`src/design/mips_pkg.sv`:
```
`default_nettype none

package mips_pkg;

	typedef logic [31:0] word_t;
	typedef logic [31:0] addr_t;
	typedef logic [4:0]  reg_idx_t;

	localparam addr_t RESET_PC  = 32'h0000_0000;
	localparam int    NUM_REGS  = 32;
	localparam word_t NOP_INSTR = 32'h0000_0000;

	//////////////////////////////////////////////////
	// Instruction encodings
	//////////////////////////////////////////////////

	// Primary opcode, bits 31:26
	typedef enum logic [5:0] {
		OP_SPECIAL = 6'h00,
		OP_BEQ     = 6'h04,
		OP_BNE     = 6'h05,
		OP_ADDIU   = 6'h09,
		OP_ORI     = 6'h0d,
		OP_LUI     = 6'h0f
	} opcode_e;

	// SPECIAL function field, bits 5:0
	typedef enum logic [5:0] {
		F_ADDU = 6'h21,
		F_SUBU = 6'h23,
		F_AND  = 6'h24,
		F_OR   = 6'h25,
		F_XOR  = 6'h26,
		F_SLT  = 6'h2a
	} funct_e;

	typedef enum logic [3:0] {
		ALU_ADD,
		ALU_SUB,
		ALU_AND,
		ALU_OR,
		ALU_XOR,
		ALU_SLT,
		ALU_LUI,
		ALU_NOP
	} alu_op_e;

endpackage

`default_nettype wire
```
`src/design/mips_core.sv`:
```
`default_nettype none

module mips_core (
	input  logic               clk,
	input  logic               rst_i,
	input  mips_pkg::word_t    inst_i,
	output mips_pkg::addr_t    inst_addr_o,
	output mips_pkg::addr_t    pc_o,
	input  mips_pkg::reg_idx_t dbg_addr_i,
	output mips_pkg::word_t    dbg_data_o
);
	import mips_pkg::*;

	addr_t    if_pc;
	word_t    if_instr;
	logic     branch_taken;
	addr_t    branch_target;
	reg_idx_t rs_addr;
	reg_idx_t rt_addr;
	word_t    rs_data;
	word_t    rt_data;
	alu_op_e  alu_op;
	word_t    op_a;
	word_t    op_b;
	reg_idx_t dest;
	logic     dest_we;
	reg_idx_t ex_dest;
	logic     ex_we;
	word_t    ex_result;
	reg_idx_t wb_dest;
	logic     wb_we;
	word_t    wb_data;

	// PC is also the visible status output
	assign pc_o = inst_addr_o;

	fetch_stage fetch0 (.clk(clk), .rst_i(rst_i),
		.branch_taken_i(branch_taken), .branch_target_i(branch_target),
		.inst_i(inst_i), .pc_o(inst_addr_o),
		.if_pc_o(if_pc), .if_instr_o(if_instr));

	decode_stage decode0 (.clk(clk), .rst_i(rst_i),
		.if_pc_i(if_pc), .if_instr_i(if_instr),
		.rs_addr_o(rs_addr), .rt_addr_o(rt_addr),
		.rs_data_i(rs_data), .rt_data_i(rt_data),
		.ex_dest_i(ex_dest), .ex_we_i(ex_we), .ex_result_i(ex_result),
		.wb_dest_i(wb_dest), .wb_we_i(wb_we), .wb_data_i(wb_data),
		.branch_taken_o(branch_taken), .branch_target_o(branch_target),
		.alu_op_o(alu_op), .op_a_o(op_a), .op_b_o(op_b),
		.dest_o(dest), .dest_we_o(dest_we));

	execute_stage execute0 (.clk(clk), .rst_i(rst_i),
		.alu_op_i(alu_op), .op_a_i(op_a), .op_b_i(op_b),
		.dest_i(dest), .dest_we_i(dest_we),
		.ex_dest_o(ex_dest), .ex_we_o(ex_we), .ex_result_o(ex_result),
		.wb_dest_o(wb_dest), .wb_we_o(wb_we), .wb_data_o(wb_data));

	reg_file reg_file0 (.clk(clk), .rst_i(rst_i),
		.we_i(wb_we), .waddr_i(wb_dest), .wdata_i(wb_data),
		.raddr1_i(rs_addr), .rdata1_o(rs_data),
		.raddr2_i(rt_addr), .rdata2_o(rt_data),
		.dbg_addr_i(dbg_addr_i), .dbg_data_o(dbg_data_o));

endmodule

`default_nettype wire

```
`src/design/reg_file.sv`:
```
`default_nettype none

module reg_file (
	input  logic               clk,
	input  logic               rst_i,
	input  logic               we_i,
	input  mips_pkg::reg_idx_t waddr_i,
	input  mips_pkg::word_t    wdata_i,
	input  mips_pkg::reg_idx_t raddr1_i,
	output mips_pkg::word_t    rdata1_o,
	input  mips_pkg::reg_idx_t raddr2_i,
	output mips_pkg::word_t    rdata2_o,
	input  mips_pkg::reg_idx_t dbg_addr_i,
	output mips_pkg::word_t    dbg_data_o
);
	import mips_pkg::*;

	word_t regs [NUM_REGS];

	always_ff @(posedge clk) begin
		if (rst_i) begin
			for (int i = 0; i < NUM_REGS; i++) begin
				regs[i] <= '0;
			end
		end else if (we_i && waddr_i != 5'd0) begin
			regs[waddr_i] <= wdata_i;
		end
	end

	// r0 reads zero, same-cycle write bypasses the array
	function automatic word_t read_port(input reg_idx_t addr);
		if (addr == 5'd0) begin
			return '0;
		end else if (we_i && waddr_i == addr) begin
			return wdata_i;
		end
		return regs[addr];
	endfunction

	always_comb begin
		rdata1_o   = read_port(raddr1_i);
		rdata2_o   = read_port(raddr2_i);
		dbg_data_o = read_port(dbg_addr_i);
	end

endmodule

`default_nettype wire

```
`src/design/execute_stage.sv`:
```
`default_nettype none

module execute_stage (
	input  logic               clk,
	input  logic               rst_i,
	input  mips_pkg::alu_op_e  alu_op_i,
	input  mips_pkg::word_t    op_a_i,
	input  mips_pkg::word_t    op_b_i,
	input  mips_pkg::reg_idx_t dest_i,
	input  logic               dest_we_i,
	output mips_pkg::reg_idx_t ex_dest_o,
	output logic               ex_we_o,
	output mips_pkg::word_t    ex_result_o,
	output mips_pkg::reg_idx_t wb_dest_o,
	output logic               wb_we_o,
	output mips_pkg::word_t    wb_data_o
);
	import mips_pkg::*;

	word_t alu_result;

	//////////////////////////////////////////////////
	// ALU
	//////////////////////////////////////////////////

	always_comb begin
		case (alu_op_i)
			ALU_ADD: alu_result = op_a_i + op_b_i;
			ALU_SUB: alu_result = op_a_i - op_b_i;
			ALU_AND: alu_result = op_a_i & op_b_i;
			ALU_OR:  alu_result = op_a_i | op_b_i;
			ALU_XOR: alu_result = op_a_i ^ op_b_i;
			// Signed compare
			ALU_SLT: alu_result = {31'b0, ($signed(op_a_i) < $signed(op_b_i))};
			// Immediate arrives already shifted
			ALU_LUI: alu_result = op_b_i;
			default: alu_result = '0;
		endcase
	end

	// Result seen by decode in the same cycle
	assign ex_dest_o   = dest_i;
	assign ex_we_o     = dest_we_i;
	assign ex_result_o = alu_result;

	// EX/WB register
	always_ff @(posedge clk) begin
		if (rst_i) begin
			wb_we_o <= 1'b0;
		end else begin
			wb_we_o <= dest_we_i;
		end
	end

	always_ff @(posedge clk) begin
		wb_dest_o <= dest_i;
		wb_data_o <= alu_result;
	end

endmodule

`default_nettype wire

```
`src/design/decode_stage.sv`:
```
`default_nettype none

module decode_stage (
	input  logic               clk,
	input  logic               rst_i,
	input  mips_pkg::addr_t    if_pc_i,
	input  mips_pkg::word_t    if_instr_i,
	output mips_pkg::reg_idx_t rs_addr_o,
	output mips_pkg::reg_idx_t rt_addr_o,
	input  mips_pkg::word_t    rs_data_i,
	input  mips_pkg::word_t    rt_data_i,
	input  mips_pkg::reg_idx_t ex_dest_i,
	input  logic               ex_we_i,
	input  mips_pkg::word_t    ex_result_i,
	input  mips_pkg::reg_idx_t wb_dest_i,
	input  logic               wb_we_i,
	input  mips_pkg::word_t    wb_data_i,
	output logic               branch_taken_o,
	output mips_pkg::addr_t    branch_target_o,
	output mips_pkg::alu_op_e  alu_op_o,
	output mips_pkg::word_t    op_a_o,
	output mips_pkg::word_t    op_b_o,
	output mips_pkg::reg_idx_t dest_o,
	output logic               dest_we_o
);
	import mips_pkg::*;

	opcode_e     opcode;
	funct_e      funct;
	reg_idx_t    rs;
	reg_idx_t    rt;
	reg_idx_t    rd;
	logic [15:0] imm;

	alu_op_e  alu_op;
	reg_idx_t dest;
	logic     dest_we;
	logic     use_imm;
	word_t    imm_ext;
	logic     is_beq;
	logic     is_bne;
	word_t    rs_val;
	word_t    rt_val;

	assign opcode = opcode_e'(if_instr_i[31:26]);
	assign funct  = funct_e'(if_instr_i[5:0]);
	assign rs     = if_instr_i[25:21];
	assign rt     = if_instr_i[20:16];
	assign rd     = if_instr_i[15:11];
	assign imm    = if_instr_i[15:0];

	//////////////////////////////////////////////////
	// Instruction decode
	//////////////////////////////////////////////////

	always_comb begin
		alu_op  = ALU_NOP;
		dest    = rt;
		dest_we = 1'b0;
		use_imm = 1'b0;
		imm_ext = {{16{imm[15]}}, imm};
		is_beq  = 1'b0;
		is_bne  = 1'b0;
		case (opcode)
			OP_SPECIAL: begin
				dest    = rd;
				dest_we = 1'b1;
				case (funct)
					F_ADDU:  alu_op = ALU_ADD;
					F_SUBU:  alu_op = ALU_SUB;
					F_AND:   alu_op = ALU_AND;
					F_OR:    alu_op = ALU_OR;
					F_XOR:   alu_op = ALU_XOR;
					F_SLT:   alu_op = ALU_SLT;
					default: dest_we = 1'b0;
				endcase
			end
			OP_ADDIU: begin
				alu_op  = ALU_ADD;
				dest_we = 1'b1;
				use_imm = 1'b1;
			end
			OP_ORI: begin
				alu_op  = ALU_OR;
				dest_we = 1'b1;
				use_imm = 1'b1;
				imm_ext = {16'h0000, imm};
			end
			OP_LUI: begin
				alu_op  = ALU_LUI;
				dest_we = 1'b1;
				use_imm = 1'b1;
				imm_ext = {imm, 16'h0000};
			end
			OP_BEQ:  is_beq = 1'b1;
			OP_BNE:  is_bne = 1'b1;
			default: alu_op = ALU_NOP;
		endcase
		// r0 is never written
		if (dest == 5'd0) begin
			dest_we = 1'b0;
		end
	end

	//////////////////////////////////////////////////
	// Operand forwarding and branches
	//////////////////////////////////////////////////

	assign rs_addr_o = rs;
	assign rt_addr_o = rt;

	// Youngest producer first
	assign rs_val = (ex_we_i && ex_dest_i == rs) ? ex_result_i :
	                (wb_we_i && wb_dest_i == rs) ? wb_data_i : rs_data_i;
	assign rt_val = (ex_we_i && ex_dest_i == rt) ? ex_result_i :
	                (wb_we_i && wb_dest_i == rt) ? wb_data_i : rt_data_i;

	assign branch_taken_o  = (is_beq && rs_val == rt_val) || (is_bne && rs_val != rt_val);
	assign branch_target_o = if_pc_i + 32'd4 + {{14{imm[15]}}, imm, 2'b00};

	// ID/EX register
	always_ff @(posedge clk) begin
		if (rst_i) begin
			alu_op_o  <= ALU_NOP;
			dest_we_o <= 1'b0;
		end else begin
			alu_op_o  <= alu_op;
			dest_we_o <= dest_we;
		end
	end

	always_ff @(posedge clk) begin
		op_a_o <= rs_val;
		op_b_o <= use_imm ? imm_ext : rt_val;
		dest_o <= dest;
	end

endmodule

`default_nettype wire

```
`src/design/fetch_stage.sv`:
```
`default_nettype none

module fetch_stage (
	input  logic            clk,
	input  logic            rst_i,
	input  logic            branch_taken_i,
	input  mips_pkg::addr_t branch_target_i,
	input  mips_pkg::word_t inst_i,
	output mips_pkg::addr_t pc_o,
	output mips_pkg::addr_t if_pc_o,
	output mips_pkg::word_t if_instr_o
);
	import mips_pkg::*;

	addr_t pc;
	addr_t next_pc;

	// Branch redirect from decode, else sequential
	assign next_pc = branch_taken_i ? branch_target_i : pc + 32'd4;

	always_ff @(posedge clk) begin
		if (rst_i) begin
			pc <= RESET_PC;
		end else begin
			pc <= next_pc;
		end
	end

	assign pc_o = pc;

	// IF/ID register
	always_ff @(posedge clk) begin
		if (rst_i) begin
			if_pc_o    <= RESET_PC;
			if_instr_o <= NOP_INSTR;
		end else begin
			if_pc_o    <= pc;
			if_instr_o <= inst_i;
		end
	end

endmodule

`default_nettype wire

```
`config.mk`:
```
export PLATFORM = sky130hd
export DESIGN_NAME = mips_core
export DESIGN_NICKNAME = d
export VERILOG_FILES = /design/src/design/mips_pkg.sv /design/src/design/mips_core.sv /design/src/design/reg_file.sv /design/src/design/execute_stage.sv /design/src/design/decode_stage.sv /design/src/design/fetch_stage.sv
export SDC_FILE = /design/constraint.sdc
export NUM_CORES = 2
export LEC_CHECK = 0
export BUFFER_PORTS_ARGS = -buffer_cell sky130_fd_sc_hd__buf_2
export CAP_MARGIN = 20
export CORE_MARGIN = 4
export CORE_UTILIZATION = 60
export DETAILED_ROUTE_END_ITERATION = 12
export GPL_TIMING_DRIVEN = 1
export PLACE_DENSITY_LB_ADDON = 0.1
export SLEW_MARGIN = 20
export SYNTH_ARGS = -nofsm -noshare
export SYNTH_HDL_FRONTEND = slang
export SYNTH_SLANG_ARGS = --single-unit
```
`constraint.sdc`:
```
create_clock -name clk -period 7.78 [get_ports clk]
set_input_delay 0.389 -clock clk [delete_from_list [all_inputs] [get_ports clk]]
set_output_delay 0.389 -clock clk [all_outputs]
set_load 0.02 [all_outputs]
```
# After elaboration in Yosys (flattened, before gate mapping)
# Memories as Yosys holds them, arrays and structs flattened. A register that Yosys moved wholly into a read port is not among the register bits.
# Index checks and enable logic that the tools add are counted.
dict set report op_classes {
  n_div 0
  shifts 0
  n_eq_ne 24
  n_mux 39
  n_reduce_logical 20
  mul 0
  addsub 5
  n_lt_le_gt_ge 1
  bitwise 3
}
# operator count
set ops {}
lappend ops {{$mux 32} 14}
lappend ops {{$pmux 32 s7} 1}
lappend ops {{$add 32x3->32 const B} 2}
lappend ops {{$add 32x32->32} 2}
lappend ops {{$pmux 32 s2} 1}
lappend ops {{$eq 6x6->1 const B} 6}
lappend ops {{$and 32x32->32} 1}
lappend ops {{$eq 32x32->1} 1}
lappend ops {{$lt 32x32->1} 1}
lappend ops {{$ne 32x32->1} 1}
lappend ops {{$or 32x32->32} 1}
lappend ops {{$reduce_or 32->1} 1}
lappend ops {{$sub 32x32->32} 1}
lappend ops {{$xor 32x32->32} 1}
lappend ops {{$eq 5x5->1} 5}
lappend ops {{$logic_not 5->1} 4}
lappend ops {{$mux 5} 4}
lappend ops {{$eq 6x4->1 const B} 3}
lappend ops {{$pmux 3 s6} 1}
lappend ops {{$mux 1} 16}
lappend ops {{$pmux 4 s4} 1}
lappend ops {{$eq 4x3->1 const B} 3}
lappend ops {{$eq 6x3->1 const B} 2}
lappend ops {{$eq 4x2->1 const B} 2}
lappend ops {{other kinds (10)} 17}
dict set report word_totals {
  word_cells 104
  regBits 208
  n_memories 1
  ram_bits 1024
  mem_bits_ro 0
  latchBits 0
}
# memory depth width read_ports rd_clocked_by_memory_dff wr line
set memory_table {}
lappend memory_table {reg_file0.regs 32 32 3 2 32 reg_file.sv:18} ;# word_t regs [NUM_REGS];

# Longest topological paths before layout
dict set report depth {
  ltp_word 11
  ltp_mapped 23
}

# Hierarchy
# A second synthesis with hierarchy kept.
dict set report unflattened {
  hier_cells 6562
  area_unflattened_um2 80260.7
}
# mod n_inst seq_area_each_um2 cells_per_inst area_per_inst_um2
set by_module_without_submodules {}
lappend by_module_without_submodules {reg_file 1 30749.5 4529 64291.7}
lappend by_module_without_submodules {decode_stage 1 1461.4 822 6288.5}
lappend by_module_without_submodules {execute_stage 1 760.7 828 5964.5}
lappend by_module_without_submodules {fetch_stage 1 1921.8 351 3475.8}
lappend by_module_without_submodules {mips_core 1 0.0 32 240.2}

# Worst setup path after synthesis
# OpenSTA, ideal clock, no wires.
dict set report synth_timing {
  path_kind {register -> register}
  startpoint {reg decode0.op_b_o[2]}
  endpoint {reg fetch0.pc[14] (netlist: fetch0.pc_o[14])}
  setup_time_ns 0.103
  path_slack_ns 3.310
  n_path_buf 2
  period_less_slack_ns 4.470
  arrival_time_ns 4.366
  stages_incl_launch_ff 20
  cell_sequence {dfxtp_1 > inv_1 > ha_1 > buf_2 > nand2b_1 > a2111o_1 > a21oi_1 > nor3_1 > a21o_1 > a221o_1 > a2111oi_2 > nand2_1 > xor2_1 > a2111oi_0 > o2111a_1 > and3_1 > buf_4 > nand2b_2 > and3_1 > a2111oi_2}
}
dict set report synth_via {
  elab_chain_cells 7
  elab_cells_between_ends 15
}
# item line
set synth_rtl {}
lappend synth_rtl {{from (decl)} decode_stage.sv:22} ;# output mips_pkg::word_t op_b_o,
lappend synth_rtl {{from (signal assigned)} decode_stage.sv:134} ;# op_b_o <= use_imm ? imm_ext : rt_val;
lappend synth_rtl {{$sub 32x32->32 or $add 32x32->32 (tied branches)} {execute_stage.sv:29, execute_stage.sv:28}}
lappend synth_rtl {{$pmux 32 s7 *} execute_stage.sv:27} ;# case (alu_op_i)
lappend synth_rtl {{via decode0.ex_result_i[26]} decode_stage.sv:14} ;# input mips_pkg::word_t ex_result_i,
lappend synth_rtl {{$mux 32 (on tied branches)} {decode_stage.sv:113, decode_stage.sv:115}}
lappend synth_rtl {{$eq 32x32->1 or $ne 32x32->1 (tied branches)} decode_stage.sv:118} ;# assign branch_taken_o = (is_beq && rs_val == rt_val) || (is_bne && rs_val != rt_val);
lappend synth_rtl {{$logic_and 1x1->1} decode_stage.sv:118}
lappend synth_rtl {{$logic_or 1x1->1 *} decode_stage.sv:118}
lappend synth_rtl {{$mux 32 *} fetch_stage.sv:19} ;# assign next_pc = branch_taken_i ? branch_target_i : pc + 32'd4;
lappend synth_rtl {{to (signal assigned)} fetch_stage.sv:25} ;# pc <= next_pc;
lappend synth_rtl {{to (decl)} fetch_stage.sv:15} ;# addr_t pc;
# The timed path passes the listed nets; every way through them passes the cells marked *.
# A chain may end at the register's enable or synchronous reset.

# Worst setup path after layout
dict set report layout_timing {
  startpoint {reg fetch0.if_instr_o[21]}
  endpoint {reg fetch0.pc[4] (netlist: fetch0.pc_o[4])}
}
dict set report layout_via {
  elab_chain_cells 11
  elab_cells_between_ends 16
}
# item line
set layout_rtl {}
lappend layout_rtl {{from (decl)} fetch_stage.sv:11} ;# output mips_pkg::word_t if_instr_o
lappend layout_rtl {{from (signal assigned)} fetch_stage.sv:38} ;# if_instr_o <= inst_i;
lappend layout_rtl {{$eq 5x5->1} {reg_file.sv:34, decode_stage.sv:114}}
lappend layout_rtl {{$logic_and 1x1->1} {reg_file.sv:34, decode_stage.sv:114}}
lappend layout_rtl {{$mux 1} reg_file.sv:34} ;# end else if (we_i && waddr_i == addr) begin
lappend layout_rtl {{$mux 1} reg_file.sv:32} ;# if (addr == 5'd0) begin
lappend layout_rtl {{$mux 32} reg_file.sv:37} ;# return regs[addr];
lappend layout_rtl {{$mux 32} decode_stage.sv:114} ;# (wb_we_i && wb_dest_i == rs) ? wb_data_i : rs_data_i;
lappend layout_rtl {{$mux 32 *} decode_stage.sv:113} ;# assign rs_val = (ex_we_i && ex_dest_i == rs) ? ex_result_i :
lappend layout_rtl {{$eq 32x32->1 or $ne 32x32->1 (tied branches)} decode_stage.sv:118}
lappend layout_rtl {{$logic_and 1x1->1} decode_stage.sv:118}
lappend layout_rtl {{$logic_or 1x1->1 *} decode_stage.sv:118}
lappend layout_rtl {{$mux 32 *} fetch_stage.sv:19}
# Every way passes the cells marked *; elsewhere a longest branch is shown, timed or not.

==> impl_metrics.toml <==
[run_status]
outcome = "finished, final reports clean"

[detailed_routing]
firstDrtPassIters = 8
drc = 0
finalWirelength_mm = 310.7
viasPerCell = 7.683
drt-wirelength-per-cell_um = 38.87
ant_nets = 0
drt_iter0_markers = 11751
vias = 61415

[sta]
setup_viol = 0
finalCriticalPeriod_ns = 6.757
max_freq_ghz = 0.1480
rsz0062_at_grt = "false"
finalCritPeriodShare_pct = 86.85
layout_setup_ws_ns = 1.023
finalSetupTns_ns = 0
hold-worst-slack_ns = 0.3452
finClkSkew_ns = 0.02605
hold_viol_final = 0
slew_headroom_pct = 15.81
drv_slew = 0
max_slew.worst_pin.slew_ns = 1.261

[final_layout]
final_layout_size_suffix_gt1_share_pct = 25.64
instances_no_fill = 7994
nets = 6295
final_core_utilization_pct = 66.59
fin_area_um2 = 87760
mostFrequentLayoutCells = "edfxtp_1 (1024), and2_1 (984), mux4_2 (881), nor2_1 (242), a21oi_1 (219)"
mostFrequentLayoutCell = "edfxtp_1"
areaGrowthSynthToFinish_pct = 9.913
fillers = 9504

[power]
leakage_nw = 31.76
p_total_mw = 18.48
switchingPower_mw = 5.620
comb_power_share_pct = 20.0
power.internal_mw = 12.86
swShare_pct = 30.42
p_seq_share_pct = 42.3
vdd_drop_max_mv = 0.1996
clkPwrFrac_pct = 37.7
power.density_nw_per_um2 = 210.6

[grt]
grt_pass1_vias = 57721
grt_pass1_wl_mm = 435.5
gr-total-overflow = 0
grt_util_all_layers_pct = 44.15
grt_max_degree = 102
grt_antenna_before_repair = 32

[worst_setup_path]
crit-reg2reg-launch = "fetch0.if_instr_o[21]$_SDFF_PP0_"
reg2reg_slack_ns = 1.02
critPathCaptureType = "register"
crit_path_start_kind = "register"
arrival_ns = 7.42
setup.worst_path.class = "register to register"
r2r_end = "fetch0.pc_o[4]$_SDFF_PP0_"
crit_fanout = 36
worstRegToRegCells = 15
worstPathRequired_ns = 8.44

[place]
portBuffers = 134
dp_slack_ns = 1.307
detailed_place_hpwl_mm = 189.1
place_area_um2 = 82440
gp_congestion = 1.035
dpl.cell_count = 7657

[logic_synthesis]
synth_ff_type = "edfxtp_1"
synth_area_um2 = 79850
synth_cell_types = 102
synth_warnings = 0
postSynthCellCount = 6151
synth_seq_cells = 1231
synth-seq-area-share_pct = 43.70
synth-async-reset-ratio_pct = 0
synth_edf_count = 1024
synth_area_per_cell_um2 = 12.98

[clock_tree]
cts_root_buf = "clkbuf_16"
clkLatencyLatePin_ns = 0.81
h-tree-depth = 4
post_cts_buffers = 0
cts_sinks = 1231
cts_buffer_depth = 3
cts_tree = "done"
numCtsBuffers = 142
clk_pin_slew_ns = 0.07

[floorplanning]
start_util_pct = 60.58
io_pins = 135
die_area_um2 = 139000
core_area_um2 = 131800
die_w_um = 372.8
chipHeight_um = 372.8
rows = 133

[flow_run]
maxCapViolations = 0

[worst_hold_path]
holdPathEnd = "fetch0.if_instr_o[5]$_SDFF_PP0_"
hold_path_depth = 3
hold_path_class = "primary input to register"
hold_start = "inst_i[5]"
-- routing by layer --
| metal | GRT usage, % | part of all wire [%] |
|---|---|---|
| met1 | 56.99 | 33 |
| met2 | 62.12 | 42 |
| met5 | 0.5146 | 0.054 |
| met4 | 28.44 | 8.1 |
| met3 | 17.75 | 17 |
-- state kept, by name (all words and copies together) (netlist names), 3 cells and up --
| register | cells |
|---|---|
| reg_file0.regs | 1024 |
| decode0.op_a_o | 32 |
| decode0.op_b_o | 32 |
| execute0.wb_data_o | 32 |
| fetch0.if_instr_o | 32 |
| fetch0.if_pc_o | 32 |
| fetch0.pc_o | 32 |
| decode0.dest_o | 5 |
| execute0.wb_dest_o | 5 |
| decode0.alu_op_o | 3 |
-- area by class of cell --
cell class / count / area, µm² / area share (%)
Sequential cell: 1231 / 34930 / 39.81
Clock inverter: 76 / 847.1 / 0.9652
Timing Repair Buffer: 384 / 2893 / 3.296
Clock buffer: 182 / 3915 / 4.461
Antenna cell: 34 / 85.08 / 0.09694
Inverter: 145 / 545.5 / 0.6216
Tap cell: 1755 / 2196 / 2.502
Multi-Input combinational cell: 4187 / 42350 / 48.25
-- logic make-up (layout without fill, tap and decap cells) --
family,Yosys count,in the layout,share of synthesized area [%]
other,1,66,0.004696
AND/OR/NAND/NOR,1906,1906,13.31
XOR/XNOR,130,130,1.426
buffers and inverters,764,787,4.259
flip-flops,1231,1231,43.70
multiplexers,1053,1053,27.03
adder cells (fa/ha/maj),165,165,2.614
AO/OA/AOI/OAI,901,901,7.658
-- how the worst max path moves through the flow --
stage,start,endpoint,slack (ns),cells past startpoint
after global placement,fetch0.if_instr_o[21]$_SDFF_PP0_,fetch0.pc_o[3]$_SDFF_PP0_,0.82,16
after floorplan,decode0.op_b_o[2]$_DFF_P_,fetch0.pc_o[14]$_SDFF_PP0_,3.31,19
after CTS,fetch0.if_instr_o[21]$_SDFF_PP0_,fetch0.pc_o[4]$_SDFF_PP0_,1.29,15
after detailed placement,fetch0.if_instr_o[21]$_SDFF_PP0_,fetch0.pc_o[4]$_SDFF_PP0_,1.31,15
final,fetch0.if_instr_o[21]$_SDFF_PP0_,fetch0.pc_o[4]$_SDFF_PP0_,1.02,15
after global routing,fetch0.if_instr_o[21]$_SDFF_PP0_,fetch0.pc_o[4]$_SDFF_PP0_,0.74,17
-- power by group through the flow --
stage | combinational, mW | sequential [mW] | clock, mW
after floorplan | 2.42 | 7.73 | 0
after global placement | 3.48 | 7.91 | 0
after detailed placement | 3.50 | 7.93 | 0
after CTS | 3.53 | 7.80 | 6.95
after global routing | 3.82 | 7.84 | 7.26
final | 3.69 | 7.82 | 6.96
-- critical path: stages (launching register included) --
cell and delay, ns:
dfxtp_4 0.92, buf_4 0.51, mux4_2 0.58, mux4_2 0.47, a22oi_1 0.71, nand2_1 0.14
o21ai_1 0.28, nor2_1 0.15, o311ai_1 0.46, nand4_1 0.15, o21ai_1 0.87, o41ai_4 0.24
a211oi_4 0.41, buf_4 0.34, mux2i_1 0.23, nor2_1 0.05
-- cell usage after synthesis (all sizes together) (20+ instances only) --
| cell type | number | area, µm² |
|---|---|---|
| ha | 162 | 2027 |
| edfxtp | 1024 | 30750 |
| a21o | 31 | 232.7 |
| o211ai | 27 | 202.7 |
| o21bai | 20 | 150.1 |
| clkbuf | 407 | 1528 |
| xnor2 | 75 | 656.9 |
| a22oi | 53 | 397.9 |
| xor2 | 55 | 481.7 |
| nor2b | 98 | 613.1 |
| nand3 | 67 | 340.3 |
| nor3 | 97 | 490.5 |
| nand2b | 27 | 171.4 |
| dfxtp | 207 | 4144 |
| mux2i | 154 | 1541 |
| o31ai | 29 | 217.7 |
| and2 | 985 | 6162 |
| mux4 | 881 | 19840 |
| nand2 | 194 | 730.7 |
| a221o | 29 | 290.3 |
| a211oi | 95 | 735.7 |
| nor4 | 28 | 181.4 |
| a221oi | 23 | 226.5 |
| o21ai | 155 | 787.0 |
| a21oi | 220 | 1112 |
| nor2 | 279 | 1055 |
| and3 | 30 | 187.7 |
| nand4 | 33 | 206.5 |
| buf | 212 | 1329 |
| or3 | 24 | 150.1 |
| o22ai | 61 | 381.6 |
| inv | 141 | 529.3 |
-- timing repair --
item	4_1_cts	5_1_grt
gates resized for setup	0	0
hold buffers	43	0
endpoints found under the hold margin	37	0
(Power assumes the default switching activity.)
